## src/can_pkg.sv

```systemverilog
// CAN bit link shared package with bit-timing constants, APB register map and bus types
package can_pkg;

    // Plain vectors with a meaning of their own
    typedef logic [7:0] can_byte_t;   // One payload byte
    typedef logic [3:0] apb_addr_t;   // Byte offset inside the register block
    typedef logic [31:0] apb_data_t;
    typedef logic [3:0] seg_timer_t;  // Clocks spent in the current segment

    // Bit timing, all counts in clocks
    localparam int TSEG1 = 5;         // PHASE_SEG1 length
    localparam int TSEG2 = 3;         // PHASE_SEG2 length
    localparam int SJW = 2;           // Largest resync step
    localparam int BIT_CLKS = 1 + 2 + TSEG1 + TSEG2;  // SYNC + PROP + both phases

    // Framing
    localparam int STUFF_RUN = 5;     // Equal bits before a complement goes in
    localparam int EOF_BITS = 7;      // Recessive bits closing a frame

    // Register offsets
    localparam apb_addr_t ADDR_TXDATA = 4'h0;
    localparam apb_addr_t ADDR_STATUS = 4'h4;
    localparam apb_addr_t ADDR_RXDATA = 4'h8;

    // Segments of one nominal bit, in bus order
    typedef enum logic [1:0] {
        SYNC_SEG,
        PROP_SEG,
        PHASE_SEG1,
        PHASE_SEG2
    } bit_seg_e;

    // Strobes from the bit-timing block, each high for one clock
    typedef struct packed {
        logic tx_point;      // First clock of SYNC_SEG
        logic sample_point;  // Right after PHASE_SEG1 ends
        logic rx_bit;        // Bus value taken at that sample point
    } bit_strobe_t;

    typedef struct packed {
        logic      start;    // One clock, byte is in data
        can_byte_t data;
    } tx_req_t;

    typedef struct packed {
        logic      valid;    // One clock per received byte
        can_byte_t data;
    } rx_rsp_t;

endpackage

```

## src/can_apb_regs.sv

```systemverilog
`timescale 1ns/1ps
// APB3 register block of the CAN link with transmit byte, status flags and received byte
module can_apb_regs (
    input  logic               clk,
    input  logic               rst_n,
    input  logic               psel,
    input  logic               penable,
    input  logic               pwrite,
    input  can_pkg::apb_addr_t paddr,
    input  can_pkg::apb_data_t pwdata,
    output can_pkg::apb_data_t prdata,
    output logic               pready,
    output logic               pslverr,
    output can_pkg::tx_req_t   tx_req,
    input  logic               tx_busy,
    input  can_pkg::rx_rsp_t   rx_rsp
);
    logic access;                  // APB access phase
    logic wr_en;
    logic rd_en;
    logic sel_tx;
    logic sel_status;
    logic sel_rx;
    logic addr_ok;
    logic wr_tx;
    logic tx_start;
    logic rd_rx;
    can_pkg::can_byte_t txdata_q;  // Last byte accepted for sending
    can_pkg::can_byte_t rxdata_q;  // Last byte off the bus
    logic rx_valid;
    logic overrun;

    assign access = psel & penable;
    assign wr_en  = access & pwrite;
    assign rd_en  = access & ~pwrite;

    // Address decode
    assign sel_tx     = (paddr == can_pkg::ADDR_TXDATA);
    assign sel_status = (paddr == can_pkg::ADDR_STATUS);
    assign sel_rx     = (paddr == can_pkg::ADDR_RXDATA);
    assign addr_ok    = sel_tx | sel_status | sel_rx;

    assign wr_tx    = wr_en & sel_tx;
    assign tx_start = wr_tx & ~tx_busy;    // Dropped while a frame runs
    assign rd_rx    = rd_en & sel_rx;      // Consumes the received byte

    // Zero wait states
    assign pready  = 1'b1;
    assign pslverr = access & (~addr_ok | (wr_tx & tx_busy));

    // Start goes out in the access cycle itself
    assign tx_req = '{start: tx_start, data: pwdata[7:0]};

    // Read mux
    always_comb begin
        case (paddr)
            can_pkg::ADDR_TXDATA: prdata = {24'd0, txdata_q};
            can_pkg::ADDR_STATUS: prdata = {29'd0, overrun, rx_valid, tx_busy};
            can_pkg::ADDR_RXDATA: prdata = {24'd0, rxdata_q};
            default:              prdata = '0;
        endcase
    end

    // Transmit byte, kept for readback
    always_ff @(posedge clk or negedge rst_n) begin
        if (!rst_n) begin
            txdata_q <= '0;
        end else if (tx_start) begin
            txdata_q <= pwdata[7:0];
        end
    end

    // Receive side with overrun tracking
    always_ff @(posedge clk or negedge rst_n) begin
        if (!rst_n) begin
            rxdata_q <= '0;
            rx_valid <= 1'b0;
            overrun  <= 1'b0;
        end else if (rx_rsp.valid) begin
            rxdata_q <= rx_rsp.data;         // New byte wins over the old one
            rx_valid <= 1'b1;
            overrun  <= rx_valid & ~rd_rx;   // Old byte lost unless read right now
        end else if (rd_rx) begin
            rx_valid <= 1'b0;
            overrun  <= 1'b0;
        end
    end

endmodule

```

## src/can_bit_timing.sv

```systemverilog
`timescale 1ns/1ps
// CAN bit-timing FSM with input synchronizer, hard sync, resync and bit strobes
module can_bit_timing (
    input  logic                 clk,
    input  logic                 rst_n,
    input  logic                 can_rx,
    input  logic                 rx_idle,
    output can_pkg::bit_strobe_t strobe
);
    logic rx_meta;                  // First synchronizer flop
    logic rx_sync;                  // Safe to use from here on
    logic rx_prev;                  // For edge detection
    can_pkg::bit_seg_e seg;
    can_pkg::seg_timer_t timer;
    can_pkg::seg_timer_t seg_last;  // Last timer value of the segment
    logic edge_seen;
    logic fall;
    logic hard_sync;
    logic resync;
    logic tx_point_q;
    logic sample_q;
    logic rx_bit_q;

    assign edge_seen = rx_sync ^ rx_prev;
    assign fall      = rx_prev & ~rx_sync;                    // Recessive to dominant
    assign hard_sync = rx_idle & fall;
    assign resync    = ~rx_idle & edge_seen & (seg == can_pkg::SYNC_SEG);

    assign strobe = '{tx_point: tx_point_q, sample_point: sample_q, rx_bit: rx_bit_q};

    always_comb begin
        case (seg)
            can_pkg::SYNC_SEG:   seg_last = '0;             // One clock
            can_pkg::PROP_SEG:   seg_last = 4'd1;           // Two clocks
            can_pkg::PHASE_SEG1: seg_last = can_pkg::seg_timer_t'(can_pkg::TSEG1 - 1);
            can_pkg::PHASE_SEG2: seg_last = can_pkg::seg_timer_t'(can_pkg::TSEG2 - 1);
            default:             seg_last = '0;
        endcase
    end

    // Two-flop synchronizer, bus idles recessive
    always_ff @(posedge clk or negedge rst_n) begin
        if (!rst_n) begin
            rx_meta <= 1'b1;
            rx_sync <= 1'b1;
            rx_prev <= 1'b1;
        end else begin
            rx_meta <= can_rx;
            rx_sync <= rx_meta;
            rx_prev <= rx_sync;
        end
    end

    always_ff @(posedge clk or negedge rst_n) begin
        if (!rst_n) begin
            seg        <= can_pkg::SYNC_SEG;
            timer      <= '0;
            tx_point_q <= 1'b0;
            sample_q   <= 1'b0;
            rx_bit_q   <= 1'b1;
        end else begin
            tx_point_q <= 1'b0;
            sample_q   <= 1'b0;
            if (hard_sync) begin
                // Edge seen three clocks after it left the pin flop,
                // so the bit that it starts is already into PHASE_SEG1
                seg   <= can_pkg::PHASE_SEG1;
                timer <= 4'd1;
            end else if (resync) begin
                // Late edge, SYNC_SEG repeats and the timer steps back by at most SJW
                timer <= (timer > can_pkg::seg_timer_t'(can_pkg::SJW)) ?
                         timer - can_pkg::seg_timer_t'(can_pkg::SJW) : '0;
            end else if (timer < seg_last) begin
                timer <= timer + 4'd1;
            end else begin
                timer <= '0;
                case (seg)
                    can_pkg::SYNC_SEG:   seg <= can_pkg::PROP_SEG;
                    can_pkg::PROP_SEG:   seg <= can_pkg::PHASE_SEG1;
                    can_pkg::PHASE_SEG1: begin
                        seg      <= can_pkg::PHASE_SEG2;
                        sample_q <= 1'b1;
                        rx_bit_q <= rx_sync;             // Bit value for the receiver
                    end
                    can_pkg::PHASE_SEG2: begin
                        seg        <= can_pkg::SYNC_SEG;
                        tx_point_q <= 1'b1;              // Next bit may go out
                    end
                    default: seg <= can_pkg::SYNC_SEG;
                endcase
            end
        end
    end

endmodule

```

## src/can_bitlink_top.sv

```systemverilog
`timescale 1ns/1ps
// CAN bit link top with APB registers, transmit framer, bit timing and receive deframer
module can_bitlink_top (
    input  logic               clk,
    input  logic               rst_n,
    input  logic               psel,
    input  logic               penable,
    input  logic               pwrite,
    input  can_pkg::apb_addr_t paddr,
    input  can_pkg::apb_data_t pwdata,
    output can_pkg::apb_data_t prdata,
    output logic               pready,
    output logic               pslverr,
    output logic               can_tx,
    input  logic               can_rx
);
    can_pkg::tx_req_t     tx_req;
    can_pkg::rx_rsp_t     rx_rsp;
    can_pkg::bit_strobe_t strobe;   // Shared by both directions
    logic                 tx_busy;
    logic                 rx_idle;

    can_apb_regs can_apb_regs_i (
        .clk     (clk),
        .rst_n   (rst_n),
        .psel    (psel),
        .penable (penable),
        .pwrite  (pwrite),
        .paddr   (paddr),
        .pwdata  (pwdata),
        .prdata  (prdata),
        .pready  (pready),
        .pslverr (pslverr),
        .tx_req  (tx_req),
        .tx_busy (tx_busy),
        .rx_rsp  (rx_rsp)
    );

    can_tx_framer can_tx_framer_i (
        .clk     (clk),
        .rst_n   (rst_n),
        .tx_req  (tx_req),
        .strobe  (strobe),
        .tx_busy (tx_busy),
        .can_tx  (can_tx)
    );

    can_bit_timing can_bit_timing_i (
        .clk     (clk),
        .rst_n   (rst_n),
        .can_rx  (can_rx),
        .rx_idle (rx_idle),
        .strobe  (strobe)
    );

    can_rx_deframer can_rx_deframer_i (
        .clk     (clk),
        .rst_n   (rst_n),
        .strobe  (strobe),
        .rx_idle (rx_idle),
        .rx_rsp  (rx_rsp)
    );

endmodule

```

## src/can_rx_deframer.sv

```systemverilog
`timescale 1ns/1ps
// CAN receive deframer finding SOF, dropping stuff bits and collecting the data byte
module can_rx_deframer (
    input  logic                 clk,
    input  logic                 rst_n,
    input  can_pkg::bit_strobe_t strobe,
    output logic                 rx_idle,
    output can_pkg::rx_rsp_t     rx_rsp
);
    typedef enum logic [1:0] {
        RX_IDLE,
        RX_DATA,
        RX_EOF
    } rx_state_e;

    rx_state_e state;
    can_pkg::can_byte_t shreg;     // Data bits, MSB arrives first
    can_pkg::can_byte_t data_q;
    logic valid_q;
    logic [3:0] bit_cnt;           // Data bits taken so far
    logic [2:0] run_cnt;
    logic last_bit;
    logic [2:0] rec_cnt;           // Recessive samples in a row after the data
    logic sample;
    logic bit_in;
    logic stuff_bit;
    logic take_bit;
    logic last_data;

    assign sample    = strobe.sample_point;
    assign bit_in    = strobe.rx_bit;
    assign stuff_bit = (run_cnt == 3'(can_pkg::STUFF_RUN));   // This bit is a stuff bit
    assign take_bit  = sample & (state == RX_DATA) & ~stuff_bit;
    assign last_data = (bit_cnt == 4'd7);

    // Hard sync only allowed between frames
    assign rx_idle = (state == RX_IDLE);
    assign rx_rsp  = '{valid: valid_q, data: data_q};

    // Payload path
    always_ff @(posedge clk) begin
        if (take_bit) begin
            shreg <= {shreg[6:0], bit_in};
            if (last_data) begin
                data_q <= {shreg[6:0], bit_in};
            end
        end
    end

    always_ff @(posedge clk or negedge rst_n) begin
        if (!rst_n) begin
            state    <= RX_IDLE;
            valid_q  <= 1'b0;
            bit_cnt  <= '0;
            run_cnt  <= '0;
            last_bit <= 1'b1;
            rec_cnt  <= '0;
        end else begin
            valid_q <= 1'b0;
            if (sample) begin
                case (state)
                    RX_IDLE: begin
                        if (!bit_in) begin
                            state    <= RX_DATA;   // SOF counts toward the first run
                            last_bit <= 1'b0;
                            run_cnt  <= 3'd1;
                            bit_cnt  <= '0;
                        end
                    end
                    RX_DATA: begin
                        last_bit <= bit_in;
                        if (stuff_bit) begin
                            run_cnt <= 3'd1;       // Dropped, but it opens a new run
                        end else begin
                            run_cnt <= (bit_in == last_bit) ? run_cnt + 3'd1 : 3'd1;
                            bit_cnt <= bit_cnt + 4'd1;
                            if (last_data) begin
                                valid_q <= 1'b1;
                                rec_cnt <= '0;
                                state   <= RX_EOF;
                            end
                        end
                    end
                    RX_EOF: begin
                        // A trailing stuff bit may still come, dominant restarts the count
                        if (!bit_in) begin
                            rec_cnt <= '0;
                        end else if (rec_cnt == 3'(can_pkg::EOF_BITS - 1)) begin
                            state <= RX_IDLE;
                        end else begin
                            rec_cnt <= rec_cnt + 3'd1;
                        end
                    end
                    default: state <= RX_IDLE;
                endcase
            end
        end
    end

endmodule

```

## src/can_tx_framer.sv

```systemverilog
`timescale 1ns/1ps
// CAN transmit framer sending SOF, eight stuffed data bits MSB first and EOF on can_tx
module can_tx_framer (
    input  logic                 clk,
    input  logic                 rst_n,
    input  can_pkg::tx_req_t     tx_req,
    input  can_pkg::bit_strobe_t strobe,
    output logic                 tx_busy,
    output logic                 can_tx
);
    typedef enum logic [1:0] {
        TX_IDLE,
        TX_SOF,
        TX_DATA,
        TX_EOF
    } tx_state_e;

    tx_state_e state;
    logic pending;                 // Byte taken, SOF waits for tx_point
    can_pkg::can_byte_t shreg;     // Top bit is the next data bit
    logic [3:0] bit_idx;           // Data bits already on the wire
    logic [2:0] run_cnt;           // Equal bits in a row, stuff bits included
    logic last_bit;                // Level of the bit now on the wire
    logic [2:0] eof_cnt;
    logic data_bit;
    logic stuff_due;
    logic data_done;
    logic send_data;

    assign data_bit  = shreg[7];
    assign stuff_due = (run_cnt == 3'(can_pkg::STUFF_RUN));
    assign data_done = (bit_idx == 4'd8);
    assign send_data = strobe.tx_point & ((state == TX_SOF) | (state == TX_DATA)) &
                       ~stuff_due & ~data_done;

    // Busy from the clock after start until the last EOF bit is over
    assign tx_busy = pending | (state != TX_IDLE);

    // Payload shifter
    always_ff @(posedge clk) begin
        if (tx_req.start) begin
            shreg <= tx_req.data;
        end else if (send_data) begin
            shreg <= {shreg[6:0], 1'b0};
        end
    end

    always_ff @(posedge clk or negedge rst_n) begin
        if (!rst_n) begin
            state    <= TX_IDLE;
            pending  <= 1'b0;
            bit_idx  <= '0;
            run_cnt  <= '0;
            last_bit <= 1'b1;
            eof_cnt  <= '0;
            can_tx   <= 1'b1;            // Recessive
        end else begin
            if (tx_req.start) begin
                pending <= 1'b1;
            end
            if (strobe.tx_point) begin
                case (state)
                    TX_IDLE: begin
                        if (pending || tx_req.start) begin
                            can_tx   <= 1'b0;        // Dominant SOF opens the first run
                            last_bit <= 1'b0;
                            run_cnt  <= 3'd1;
                            bit_idx  <= '0;
                            pending  <= 1'b0;
                            state    <= TX_SOF;
                        end
                    end
                    TX_SOF, TX_DATA: begin
                        if (stuff_due) begin
                            // Complement bit, starts a new run
                            can_tx   <= ~last_bit;
                            last_bit <= ~last_bit;
                            run_cnt  <= 3'd1;
                            state    <= TX_DATA;
                        end else if (data_done) begin
                            can_tx  <= 1'b1;
                            eof_cnt <= '0;
                            state   <= TX_EOF;
                        end else begin
                            can_tx   <= data_bit;
                            last_bit <= data_bit;
                            run_cnt  <= (data_bit == last_bit) ? run_cnt + 3'd1 : 3'd1;
                            bit_idx  <= bit_idx + 4'd1;
                            state    <= TX_DATA;
                        end
                    end
                    TX_EOF: begin
                        if (eof_cnt == 3'(can_pkg::EOF_BITS - 1)) begin
                            state <= TX_IDLE;        // Seventh end bit done
                        end else begin
                            eof_cnt <= eof_cnt + 3'd1;
                        end
                    end
                    default: state <= TX_IDLE;
                endcase
            end
        end
    end

endmodule
```

## config.mk

```make
export PLATFORM = sky130hd
export DESIGN_NAME = can_bitlink_top
export DESIGN_NICKNAME = d
export VERILOG_FILES = /design/src/can_pkg.sv /design/src/can_apb_regs.sv /design/src/can_bit_timing.sv /design/src/can_bitlink_top.sv /design/src/can_rx_deframer.sv /design/src/can_tx_framer.sv
export SDC_FILE = /design/constraint.sdc
export NUM_CORES = 1
export LEC_CHECK = 0
export CELL_PAD_IN_SITES_DETAIL_PLACEMENT = 2
export CELL_PAD_IN_SITES_GLOBAL_PLACEMENT = 2
export CORE_ASPECT_RATIO = 2
export CORE_MARGIN = 3
export CORE_UTILIZATION = 29
export DETAILED_ROUTE_END_ITERATION = 6
export DONT_BUFFER_PORTS = 1
export HOLD_SLACK_MARGIN = 0.06
export PLACE_DENSITY_LB_ADDON = 0.05
export SLEW_MARGIN = 15
export SYNTH_ARGS = -nofsm -noshare
export SYNTH_HDL_FRONTEND = slang
export SYNTH_SLANG_ARGS = --single-unit
```

## constraint.sdc

```tcl
create_clock -name clk -period 2.57 [get_ports clk]
set_input_delay 0.514 -clock clk [delete_from_list [all_inputs] [get_ports clk]]
set_output_delay 0.514 -clock clk [all_outputs]
set_load 0.03 [all_outputs]
```

======== Word-level counts from Yosys, hierarchy flattened ========
Index checks and enable logic that the tools add are counted.
operators by class
  add/subtract/negate cells ............... 8
  magnitude comparators ................... 2
  equal/unequal tests ..................... 33
  multiplexer cells ....................... 76
  reduce and logical (&&, ||, !) cells .... 25
  bitwise operators ....................... 37
operator list
  cell                                                                   number
  3-bit 2-to-1 mux                                                       14
  4-bit 2-to-1 mux                                                       9
  1-bit 2-to-1 mux                                                       26
  3-bit one-hot mux with 2 select lines                                  4
  8-bit one-hot mux with 3 select lines                                  1
  2-bit 2-to-1 mux                                                       11
  1-bit AND                                                              18
  8-bit 2-to-1 mux                                                       2
  4-bit one-hot mux with 2 select lines                                  2
  4-bit one-hot mux with 4 select lines                                  1
  5-bit AND reduction                                                    3
  2-bit by 1-bit != test with 1-bit output, second input constant        7
  2-bit nonzero test                                                     7
  1-bit inverter                                                         13
  3-bit by 1-bit adder with 3-bit output, second input constant          4
  4-bit by 1-bit adder with 4-bit output, second input constant          3
  3-bit equality test, second input constant                             4
  2-bit != test, second input constant                                   6
  2-bit one-hot mux with 3 select lines                                  2
  4-bit AND reduction                                                    3
  2-bit equality test, second input constant                             5
  3-bit AND reduction                                                    3
  4-bit by 3-bit equality test with 1-bit output, second input constant  2
  4-bit equality test, second input constant                             2
  other kinds (17)                                                       29
storage, ports and cells
  flip-flop bits (word level) ............. 82
  logic and storage cells ................. 209

======== Logic depth before layout (Yosys ltp) ========
Gate-level depths: netlist (run 1).
  depth in word-level cells ............... 8
  gate-level depth with buffers ........... 8
  depth with buffers taken out ............ 8

======== Hierarchy ========
A second synthesis (run 1) with hierarchy kept.
unflattened totals
  cell total of the unflattened synthesis .. 392
  area, all modules ....................... 4573.1 um2
modules (own cells, without submodules)
  module           area an instance (um2)  cells an instance  times used
  can_tx_framer    1350.0                  120                1
  can_rx_deframer  1260.0                  93                 1
  can_apb_regs     1203.7                  110                1
  can_bit_timing   759.5                   69                 1

======== Worst setup path after synthesis (run 1) ========
No wires, ideal clock.
  kind .................................... register -> register
  from .................................... reg can_tx_framer_i.state[0]
  to ...................................... reg can_tx_framer_i.shreg[0], enable pin
  path slack .............................. 118 ps
  required time ........................... 2172 ps
  stages on the path, launching flop included .. 6
  arrival ................................. 2054 ps
  library setup time ...................... 398 ps
  clock period less this slack ............ 2452 ps
  cells stage by stage .................... dfrtp_1 > inv_1 > ha_1 > clkbuf_1 > inv_1 > o41ai_1
between the ends
  word-level cells in the longest chain between the ends .. 6
  elaborated cells between the ends (all ways) .. 11
  those cells by class .................... eq/ne (2); bitwise (7); reduce/logical (2)
ends and longest elaborated chain
  item                                                                                   line                 RTL
  start: declaration                                                                     can_tx_framer.sv:18  tx_state_e state;
  start signal: assignment                                                               can_tx_framer.sv:50  state <= TX_IDLE;
  start signal: assignment                                                               can_tx_framer.sv:70  state <= TX_SOF;
  start signal: assignment                                                               can_tx_framer.sv:79  state <= TX_DATA;
  2-bit by 1-bit equality test with 1-bit output or 2-bit equality test (tied branches)  can_tx_framer.sv:33  assign send_data = strobe.tx_point & ((state == TX_SOF) | (state == TX_DATA)) &
  1-bit bitwise OR                                                                       can_tx_framer.sv:33
  1-bit AND (2 in a row)                                                                 can_tx_framer.sv:33
  1-bit AND                                                                              can_tx_framer.sv:34  ~stuff_due & ~data_done;
  2-bit nonzero test (no line) (*)                                                       --
  end signal: assignment                                                                 can_tx_framer.sv:42  shreg <= tx_req.data;
  end signal: assignment                                                                 can_tx_framer.sv:44  shreg <= {shreg[6:0], 1'b0};
  end: declaration                                                                       can_tx_framer.sv:20  can_pkg::can_byte_t shreg;
Mark *: on every way between the ends. The rest lies on a longest branch, timed or not.
A chain may end at the register's enable or synchronous reset.

======== Worst setup path after layout (run 1) ========
  from .................................... reg can_tx_framer_i.state[0]
  to ...................................... out prdata[0]
between the ends
  word-level cells in the longest chain between the ends .. 3
ends and longest elaborated chain
  item                                   line                   RTL
  2-bit nonzero test                     can_tx_framer.sv:37    assign tx_busy = pending | (state != TX_IDLE);
  1-bit bitwise OR                       can_tx_framer.sv:37
  8-bit one-hot mux with 3 select lines  can_apb_regs.sv:56     case (paddr)
  end: declaration                       can_bitlink_top.sv:11  output can_pkg::apb_data_t prdata,
No other way between the ends.

==> metrics.txt, run 1 <==
outcome=finished, final reports clean; I/O Buffers=0; Worst Skew=0.0104 ns; crit path launch=can_tx_framer_i.state[0]; initial antenna violation count=0; Final setup viols=0; Final ANT Viol Nets=0; vias after detailed routing=between 3000 and 4000; worst-path maximum fanout=5; clk sinks=a little over 80; maximum vdd drop=approximately 0.37 mV; power per standard cell area=between 1000 and 1500 nW/µm²; FP Rows=63; Cells after Synth=roughly 420; Seq cells post-synth=a little over 80; Die Width=93.4 µm; H-tree levels=3; CP max stage delay=~0.35 ns; Worst Reg2Reg Path Length in Cells=8; RSZ-0062 raised after global routing=false; final RePlAce weighted congestion=approximately 0.70; clock buffer depth=2; drc violations=0; register area share after synthesis=roughly half; Post-CTS Hold Buffers=2; Post-layout nets=between 500 and 600; Top cell by count, worst path=buf_4; max-slew violations=0; Synth Cell Area=approximately 4400 µm²; Worst-Margin Slew=~0.66 ns; full die area=16900 µm²; Netlist cell types=a little under 60; Routed WL=roughly 11000 µm; r2r startpoint=can_bit_timing_i.seg[0]; Avg Inst Size Synth=between 10 and 15 µm²; Final TNS setup=0 ns; Worst-Skew Late Latency=between 0.3 and 0.4 ns; vias in the first global route=about 3600; via density per instance=4.89; share of the synthesized area in the top cell type=between 20 and 30%; io pins=77; Main synth FF type=dfrtp_1; reg2reg end=can_bit_timing_i.seg[0]; asr flop ratio synth=72.0%; Required @ worst endpoint=between 2 and 2.5 ns; Die Y=approximately 180 µm; EDFF count, synth=23; area leader, netlist=dfrtp_1; most frequent cells after synthesis=nand2_1, dfrtp_1, ha_1; fmax=roughly 0.42 GHz; Worst path slowest cell=dfrtp_1; Worst R2R Setup Slack=0.33 ns; Tcrit/Tclk final=92.5%; Warnings, synthesis=0; synth-to-layout area growth=12.6%; share of post-route cells with drive strength above 1=between 10% and 20%; first-pass detailed-route iteration total=4; placeable core area=around 15000 µm²; first-pass GRT wire length=18400 µm; CP Launch Type=flip-flop; CP Capture Type=primary output; post-CTS setup buffers=0; Synth area leaders=dfrtp_1, edfxtp_1, ha_1, nand2_1, buf_4; DRT iter0 DRCs=60; min Tclk post-route=around 2.4 ns; clock slew at reported path FFs=0.06 ns; Fin. Hold Viols=0; Initial Util=around 30%; hold_ws=around 0.17 ns; dpl hpwl=8520 µm; antenna diode count=0; most common cell in the netlist=nand2_1; CTS tree=yes; crit-path cells=inv_1, ha_1, nor2b_1, buf_4, nor2_1, a21oi_1, nor3_1, buf_4; overall routing resource usage=14.1%; fill count=about 1600; WL per Instance=around 18 µm; max_slew headroom=between 50% and 60%; CTS root buf=clkbuf_16; PostCTS Resize Cnt=0; Critical Path End=prdata[0]; Tightest Hold Check Type=input port to flip-flop; Inserted Clock Buffers=9; worst endpoint data arrival time=approximately 1.9 ns; total congestion overflow=0; P_leak=2.23 nW; largest net degree at the start of global routing=60; # Max-Cap Violations=0; crit path kind=flip-flop to primary output
==> final cells by class <==
cell class	instances	area, µm²	share of cell area (%)
Multi-Input combinational cell	301	2020	40.4
Clock inverter	6	67.6	1.35
Sequential cell	82	2180	43.6
Inverter	25	93.8	1.88
Timing Repair Buffer	19	165	3.31
Clock buffer	10	229	4.59
Tap cell	195	244	4.89
==> metal layers <==
layer	GRT usage (%)	vias to the layer above	wire length, µm
li1	-	1469	-
met1	13.7	1613	3880
met2	28.1	26	6870
met3	2.00	10	213
met4	6.17	0	215
met5	0	-	0
==> registers in the layout, summed over array words and instances (netlist names), 2 cells and up <==
name and cells:
can_rx_deframer_i.run_cnt 3, can_rx_deframer_i.shreg 7, can_rx_deframer_i.state 2, can_rx_deframer_i.data_q 8
can_bit_timing_i.timer 4, can_bit_timing_i.seg 2, can_tx_framer_i.run_cnt 3, can_tx_framer_i.eof_cnt 3
can_apb_regs_i.txdata_q 8, can_tx_framer_i.bit_idx 4, can_tx_framer_i.shreg 8, can_apb_regs_i.rxdata_q 8
can_rx_deframer_i.bit_cnt 4, can_rx_deframer_i.rec_cnt 3, can_tx_framer_i.state 2
==> worst min-delay path by stage <==
stage / startpoint / end / slack, ns / cells past startpoint
finish: can_rx / can_bit_timing_i.rx_meta / 0.17 / 0
global route: can_rx / can_bit_timing_i.rx_meta / 0.15 / 0
CTS: can_rx / can_bit_timing_i.rx_meta / 0.15 / 0
detailed placement: rst_n / can_tx_framer_i.bit_idx[0] / 0.22 / 0
global placement: rst_n / can_tx_framer_i.bit_idx[0] / 0.22 / 0
floorplan: rst_n / can_apb_regs_i.overrun / 0.22 / 0
==> power breakdown <==
part | internal, mW | leakage [nW] | switching (mW) | total [mW]
Combinational | 0.734 | 1.14 | 1.08 | 1.81
Clock | 0.755 | 0.139 | 0.554 | 1.31
Sequential | 1.67 | 0.952 | 0.323 | 2.00
==> kinds of logic (layout without fill, tap and decap cells) <==
kind of cell               after synthesis  in the layout  synth area share [%]
and+or+nand+nor                        145            145                  16.8
DFF                                     82             82                  49.1
AOI/OAI and AO/OA                       77             77                  12.2
buffers and inverters                   63             60                  7.54
adders and majority gates               30             30                  8.47
muxes                                   21             21                  5.14
xor gates and xnor gates                 3              3                 0.593
other                                    2             25                 0.169
==> worst max-delay path: cells and delay by family (launching register included) <==
kind,cells,cell delay (ns)
flip-flops,1,0.35
AND/OR/NAND/NOR,3,0.45
AO/OA/AOI/OAI,1,0.09
adder cells (fa/ha/maj),1,0.23
buffers and inverters,3,0.42
==> through the flow <==
step	utilization [%]	cell area [µm²]	worst slack (ns)	power, mW	cells
floorplan	-	4520	0.118	3.30	446
global placement	31.3	4660	0.406	3.76	620
detailed placement	31.3	4660	0.309	3.86	620
CTS	33.5	4990	0.148	5.24	638
global route	33.5	4990	0.0241	5.55	638
finish	33.5	4990	0.193	5.12	638
==> layout by cell type (no fill, tap or decap), drive strengths merged, types with 3 or more instances in the layout <==
| cell | count |
|---|---|
| nand2 | 60 |
| dfrtp | 52 |
| ha | 30 |
| inv | 25 |
| conb | 25 |
| edfxtp | 23 |
| a21oi | 18 |
| buf | 18 |
| nor2 | 16 |
| o21ai | 16 |
| nand3 | 14 |
| mux2 | 14 |
| clkbuf | 10 |
| nor2b | 8 |
| nor3 | 8 |
| nand2b | 7 |
| mux2i | 7 |
| a22o | 7 |
| dfstp | 7 |
| nand4 | 6 |
| and2 | 5 |
| a21o | 4 |
| a211oi | 3 |
| nor3b | 3 |
| and3 | 3 |
| o221ai | 3 |
| a31o | 3 |
| o211ai | 3 |
| clkinv | 3 |
(Power assumes the default switching activity.)
==> inputs of run 2 (changes only) <==
--- a/config.mk
+++ b/config.mk
@@ -11,3 +11,3 @@
 export CORE_MARGIN = 3
-export CORE_UTILIZATION = 29
+export CORE_UTILIZATION = 37
 export DETAILED_ROUTE_END_ITERATION = 6
==> constraint.sdc (replaced) <==
create_clock -name clk -period 2.57 [get_ports clk]
set_input_delay 0.1285 -clock clk [delete_from_list [all_inputs] [get_ports clk]]
set_output_delay 0.1285 -clock clk [all_outputs]
set_load 0.03 [all_outputs]
==> metrics.txt, run 2 (same netlist as run 1, synthesis figures left out) <==
Post-layout nets=512 (was 510); total congestion overflow=0 (unchanged); drc violations=0 (unchanged); Tightest Hold Check Type=input port to flip-flop (unchanged); synth-to-layout area growth=13.9% (was 12.6%); worst endpoint data arrival time=2.45 ns (was 1.86 ns); initial antenna violation count=0 (unchanged); H-tree levels=3 (unchanged); power per standard cell area=1080 nW/µm² (was 1030 nW/µm²); most frequent cells in the layout=nand2_1, dfrtp_1, ha_1, inv_1, conb_1 (unchanged); clock buffer depth=2 (unchanged); P_leak=2.27 nW (was 2.23 nW); share of post-route cells with drive strength above 1=12.8% (was 14.2%); CP Capture Type=flip-flop (was primary output); via density per instance=5.33 (was 4.89); first-pass detailed-route iteration total=4 (unchanged); FP Rows=56 (was 63); min Tclk post-route=2.18 ns (was 2.38 ns); fmax=0.459 GHz (was 0.421 GHz); Worst-Skew Late Latency=0.35 ns (was 0.34 ns); post-CTS setup buffers=0 (unchanged); Inserted Clock Buffers=9 (unchanged); full die area=13400 µm² (was 16900 µm²); vias after detailed routing=3146 (was 3118); RSZ-0062 raised after global routing=false (unchanged); CP Launch Type=flip-flop (unchanged); vias in the first global route=3652 (was 3551); Final ANT Viol Nets=0 (unchanged); Worst Skew=0.00710 ns (was 0.0104 ns); CTS root buf=clkbuf_16 (unchanged); dpl hpwl=8240 µm (was 8520 µm); final RePlAce weighted congestion=0.718 (was 0.698); # Max-Cap Violations=0 (unchanged); overall routing resource usage=17.8% (was 14.1%); Initial Util=37.9% (was 29.7%); overall power=5.46 mW (was 5.12 mW); CTS tree=yes (unchanged); hold_sp=pwdata[0] (was can_rx); DRT iter0 DRCs=79 (was 60); Required @ worst endpoint=2.84 ns (was 2.06 ns); WL per Instance=19.1 µm (was 17.5 µm); io pins=77 (unchanged); Final setup viols=0 (unchanged); maximum vdd drop=0.508 mV (was 0.367 mV); commonest non-fill, non-tap cell in the layout=nand2_1 (unchanged); I/O Buffers=0 (unchanged); hold_ws=0.0718 ns (was 0.172 ns); placeable core area=11700 µm² (was 14900 µm²); crit path kind=flip-flop to flip-flop (was flip-flop to primary output); largest net degree at the start of global routing=60 (unchanged); crit path launch=can_bit_timing_i.seg[0] (was can_tx_framer_i.state[0]); Tcrit/Tclk final=84.8% (was 92.5%); antenna diode count=0 (unchanged); Non-Filler Instances=590 (was 638); Worst-Margin Slew=0.720 ns (was 0.660 ns); Fin. Hold Viols=0 (unchanged); worst-path maximum fanout=8 (was 5); clk sinks=82 (unchanged); outcome=finished, final reports clean (unchanged); placed insts=563 (was 620); clock slew at reported path FFs=0.07 ns (was 0.06 ns); first-pass GRT wire length=18800 µm (was 18400 µm); max_slew headroom=52.1% (was 55.7%); fin area=5050 µm² (was 4990 µm²); Area after DPL=4540 µm² (was 4660 µm²); Die Width=83.4 µm (was 93.4 µm); Final TNS setup=0 ns (unchanged); Routed WL=11300 µm (was 11200 µm); max-slew violations=0 (unchanged); r2r startpoint=can_bit_timing_i.seg[0] (unchanged); Die Y=161 µm (was 181 µm)
## run 2: power by group
part	leakage, nW	internal [mW]	switching, mW	total, mW
sequential	0.952	1.67	0.317	1.99
combinational	1.14	0.735	1.09	1.83
clock	0.183	1.08	0.561	1.64
total	2.27	3.49	1.97	5.46
## run 2: worst max-delay path, stage by stage (launching register included)
cell and delay, ns:
dfrtp_1 0.43, inv_1 0.15, ha_1 0.16, inv_1 0.04, ha_1 0.29, a211oi_1 0.24, o21ai_1 0.26, nand3_1 0.18
mux2_2 0.34
## run 2: through the flow
step | setup WS [ns] | util, %
after global placement | 0.478 | 38.8
after global routing | 0.238 | 43.1
after detailed placement | 0.389 | 38.8
final | 0.390 | 43.1
after floorplan | 0.118 | -
after CTS | 0.359 | 43.1
## run 2: final timing paths
kind                            depth (start not counted)  slack [ns]                         end
worst max register to register                          8        0.39   can_bit_timing_i.rx_bit_q
max in group asynchronous                               2        1.93    can_bit_timing_i.rx_prev
min in group asynchronous                               2        0.31  can_tx_framer_i.bit_idx[0]
worst min register to register                          0        0.36    can_bit_timing_i.rx_sync
worst min-delay path                                    2        0.07    can_tx_framer_i.shreg[0]
worst max-delay path                                    8        0.39   can_bit_timing_i.rx_bit_q
## run 2: cell type report
type	instances	area [µm²]
flip-flops and latches	82	2180
multi-input cells	301	2020
clock inverters	6	138
fillers	1261	6660
well taps	145	181
repair buffers	21	203
inverters	25	93.8
clock buffers	10	239
## run 2: timing repair
item,in CTS,in global routing
resized for setup,0,0
hold buffers,11,0
endpoints found under the hold margin,77,0
## run 2: routing by layer
metal  vias to the layer above  wire length [µm]  global-route usage, %
li1                       1471                 -                      -
met1                      1625              3800                   16.8
met2                        35              6960                   36.3
met3                        15               292                   3.80
met4                         0               208                   6.47
met5                         -                 0                      0
==> inputs of run 3 (changes only) <==
Clock period 2.57 ns to 2 ns, I/O delays scaled along.
==> metrics.txt, run 3 (same netlist as run 1, synthesis figures left out) <==
outcome=finished, final reports clean (unchanged); final RePlAce weighted congestion=0.714 (was 0.718); first-pass GRT wire length=18400 µm (was 18800 µm); CP Capture Type=flip-flop (unchanged); I/O Buffers=0 (unchanged); fmax=0.516 GHz (was 0.459 GHz); vias in the first global route=3684 (was 3652); r2r startpoint=can_bit_timing_i.rx_sync (was can_bit_timing_i.seg[0]); crit-path cells=inv_1, ha_1, or3b_2, nand2_1, nor2b_1, and2_1 (was inv_1, ha_1, inv_1, ha_1, a211oi_1, o21ai_1, nand3_1, mux2_2); Setup WS pre-CTS=-0.0342 ns (was 0.389 ns); most frequent cells in the layout=nand2_1, dfrtp_1, buf_4, ha_1 (was nand2_1, dfrtp_1, ha_1, inv_1, conb_1); overall routing resource usage=17.3% (was 17.8%); clock buffer depth=2 (unchanged); max-slew violations=0 (unchanged); Final TNS setup=0 ns (unchanged); Non-Filler Instances=613 (was 590); WL per Instance=17.9 µm (was 19.1 µm); CTS root buf=clkbuf_16 (unchanged); Worst-Skew Late Latency=0.34 ns (was 0.35 ns); H-tree levels=3 (unchanged); Worst R2R Setup Slack=0.06 ns (was 0.39 ns); Initial Util=37.9% (unchanged); overall power=6.88 mW (was 5.46 mW); share of post-route cells with drive strength above 1=18.6% (was 12.8%); Worst Reg2Reg Path Length in Cells=6 (was 8); placeable core area=11700 µm² (unchanged); maximum vdd drop=0.783 mV (was 0.508 mV); largest net degree at the start of global routing=60 (unchanged); clock slew at reported path FFs=0.07 ns (about the same); FP Rows=56 (unchanged); Area after DPL=4680 µm² (was 4540 µm²); synth-to-layout area growth=16.6% (was 13.9%); Required @ worst endpoint=2.22 ns (was 2.84 ns); Die Width=83.4 µm (unchanged); antenna diode count=0 (unchanged); clk sinks=82 (unchanged); initial antenna violation count=0 (unchanged); reg2reg end=can_bit_timing_i.tx_point_q (was can_bit_timing_i.rx_bit_q); Die Y=161 µm (unchanged); Critical Path End=can_bit_timing_i.tx_point_q (was can_bit_timing_i.rx_bit_q); crit path kind=flip-flop to flip-flop (unchanged); kind of cell adding the most delay to the critical path=simple AND/OR/NAND/NOR gates (was compound AO/OA/AOI/OAI gates); Routed WL=11000 µm (was 11300 µm); Final setup viols=0 (unchanged); CP max stage delay=0.54 ns (was 0.43 ns); first-pass detailed-route iteration total=4 (unchanged); CTS tree=yes (unchanged); Final ANT Viol Nets=0 (unchanged); Post-layout nets=535 (was 512); drc violations=0 (unchanged); min Tclk post-route=1.94 ns (was 2.18 ns); crit path launch=can_bit_timing_i.rx_sync (was can_bit_timing_i.seg[0]); full die area=13400 µm² (unchanged); Worst path slowest cell=dfstp_2 (was dfrtp_1); placed insts=580 (was 563); via density per instance=5.26 (was 5.33); dpl hpwl=8110 µm (was 8240 µm); # Max-Cap Violations=0 (unchanged); RSZ-0062 raised after global routing=true (was false); Inserted Clock Buffers=9 (unchanged); Tcrit/Tclk final=96.9% (was 84.8%); worst-path maximum fanout=5 (was 8); commonest non-fill, non-tap cell in the layout=nand2_1 (unchanged); Tightest Hold Check Type=input port to flip-flop (unchanged); vias after detailed routing=3223 (was 3146); DRT iter0 DRCs=87 (was 79); logic depth of the worst path, buffers included=6 (was 8); hold_ws=0.0859 ns (was 0.0718 ns); Core Util, Final=44.2% (was 43.1%); total congestion overflow=0 (unchanged); worst endpoint data arrival time=2.16 ns (was 2.45 ns); Worst Skew=0.00863 ns (was 0.00710 ns); Fin. Hold Viols=0 (unchanged); fin area=5170 µm² (was 5050 µm²); worst setup margin=0.0626 ns (was 0.390 ns); io pins=77 (unchanged); power per standard cell area=1330 nW/µm² (was 1080 nW/µm²); Buf/Inv on CP=1 (was 2); CP Launch Type=flip-flop (unchanged); P_leak=2.34 nW (was 2.27 nW)
-- run 3: worst min-delay path by stage --
stage,from,end,slack [ns],depth (start not counted)
floorplan,rst_n,can_apb_regs_i.overrun,-0.20,0
global placement,rst_n,can_tx_framer_i.bit_idx[2],-0.19,0
detailed placement,rst_n,can_tx_framer_i.bit_idx[2],-0.19,0
CTS,penable,can_apb_regs_i.overrun,0.08,3
global route,penable,can_apb_regs_i.overrun,0.08,3
finish,penable,can_apb_regs_i.overrun,0.09,3
-- run 3: final cells by class --
type / count / area, µm²
fill: 1260 / 6530
sequential: 82 / 2180
multi-input combinational: 301 / 2050
timing repair buffer: 44 / 378
clock buffer: 9 / 225
tap: 145 / 181
inverter: 25 / 93.8
clock inverter: 7 / 61.3
-- run 3: worst register-to-register path, stage by stage, from the launching register on --
cell,delay (ns)
dfstp_2,0.54
inv_1,0.05
ha_1,0.28
or3b_2,0.54
nand2_1,0.16
nor2b_1,0.09
and2_1,0.16
-- run 3: power by group --
part | total [mW] | switching, mW | internal (mW)
combinational | 2.71 | 1.49 | 1.23
clock | 1.61 | 0.739 | 0.866
sequential | 2.56 | 0.412 | 2.15
total | 6.88 | 2.64 | 4.24
-- run 3: timing repair --
action                                  in CTS  in global routing
hold buffers                                12                  0
hold endpoints to repair                    78                  0
buffers inserted                             2                  3
endpoints found under the setup margin      13                 40
pin swaps                                    1                  0
cloned                                       0                  0
resized for setup                            1                  6
-- run 3: per-layer routing --
layer	GRT usage, %	vias to the layer above	routed length, µm	part of all wire (%)
li1	-	1520	-	-
met1	16.1	1660	3770	34
met2	36.2	33	6800	62
met3	3.18	10	224	2.0
met4	5.51	0	173	1.6
met5	0	-	0	0
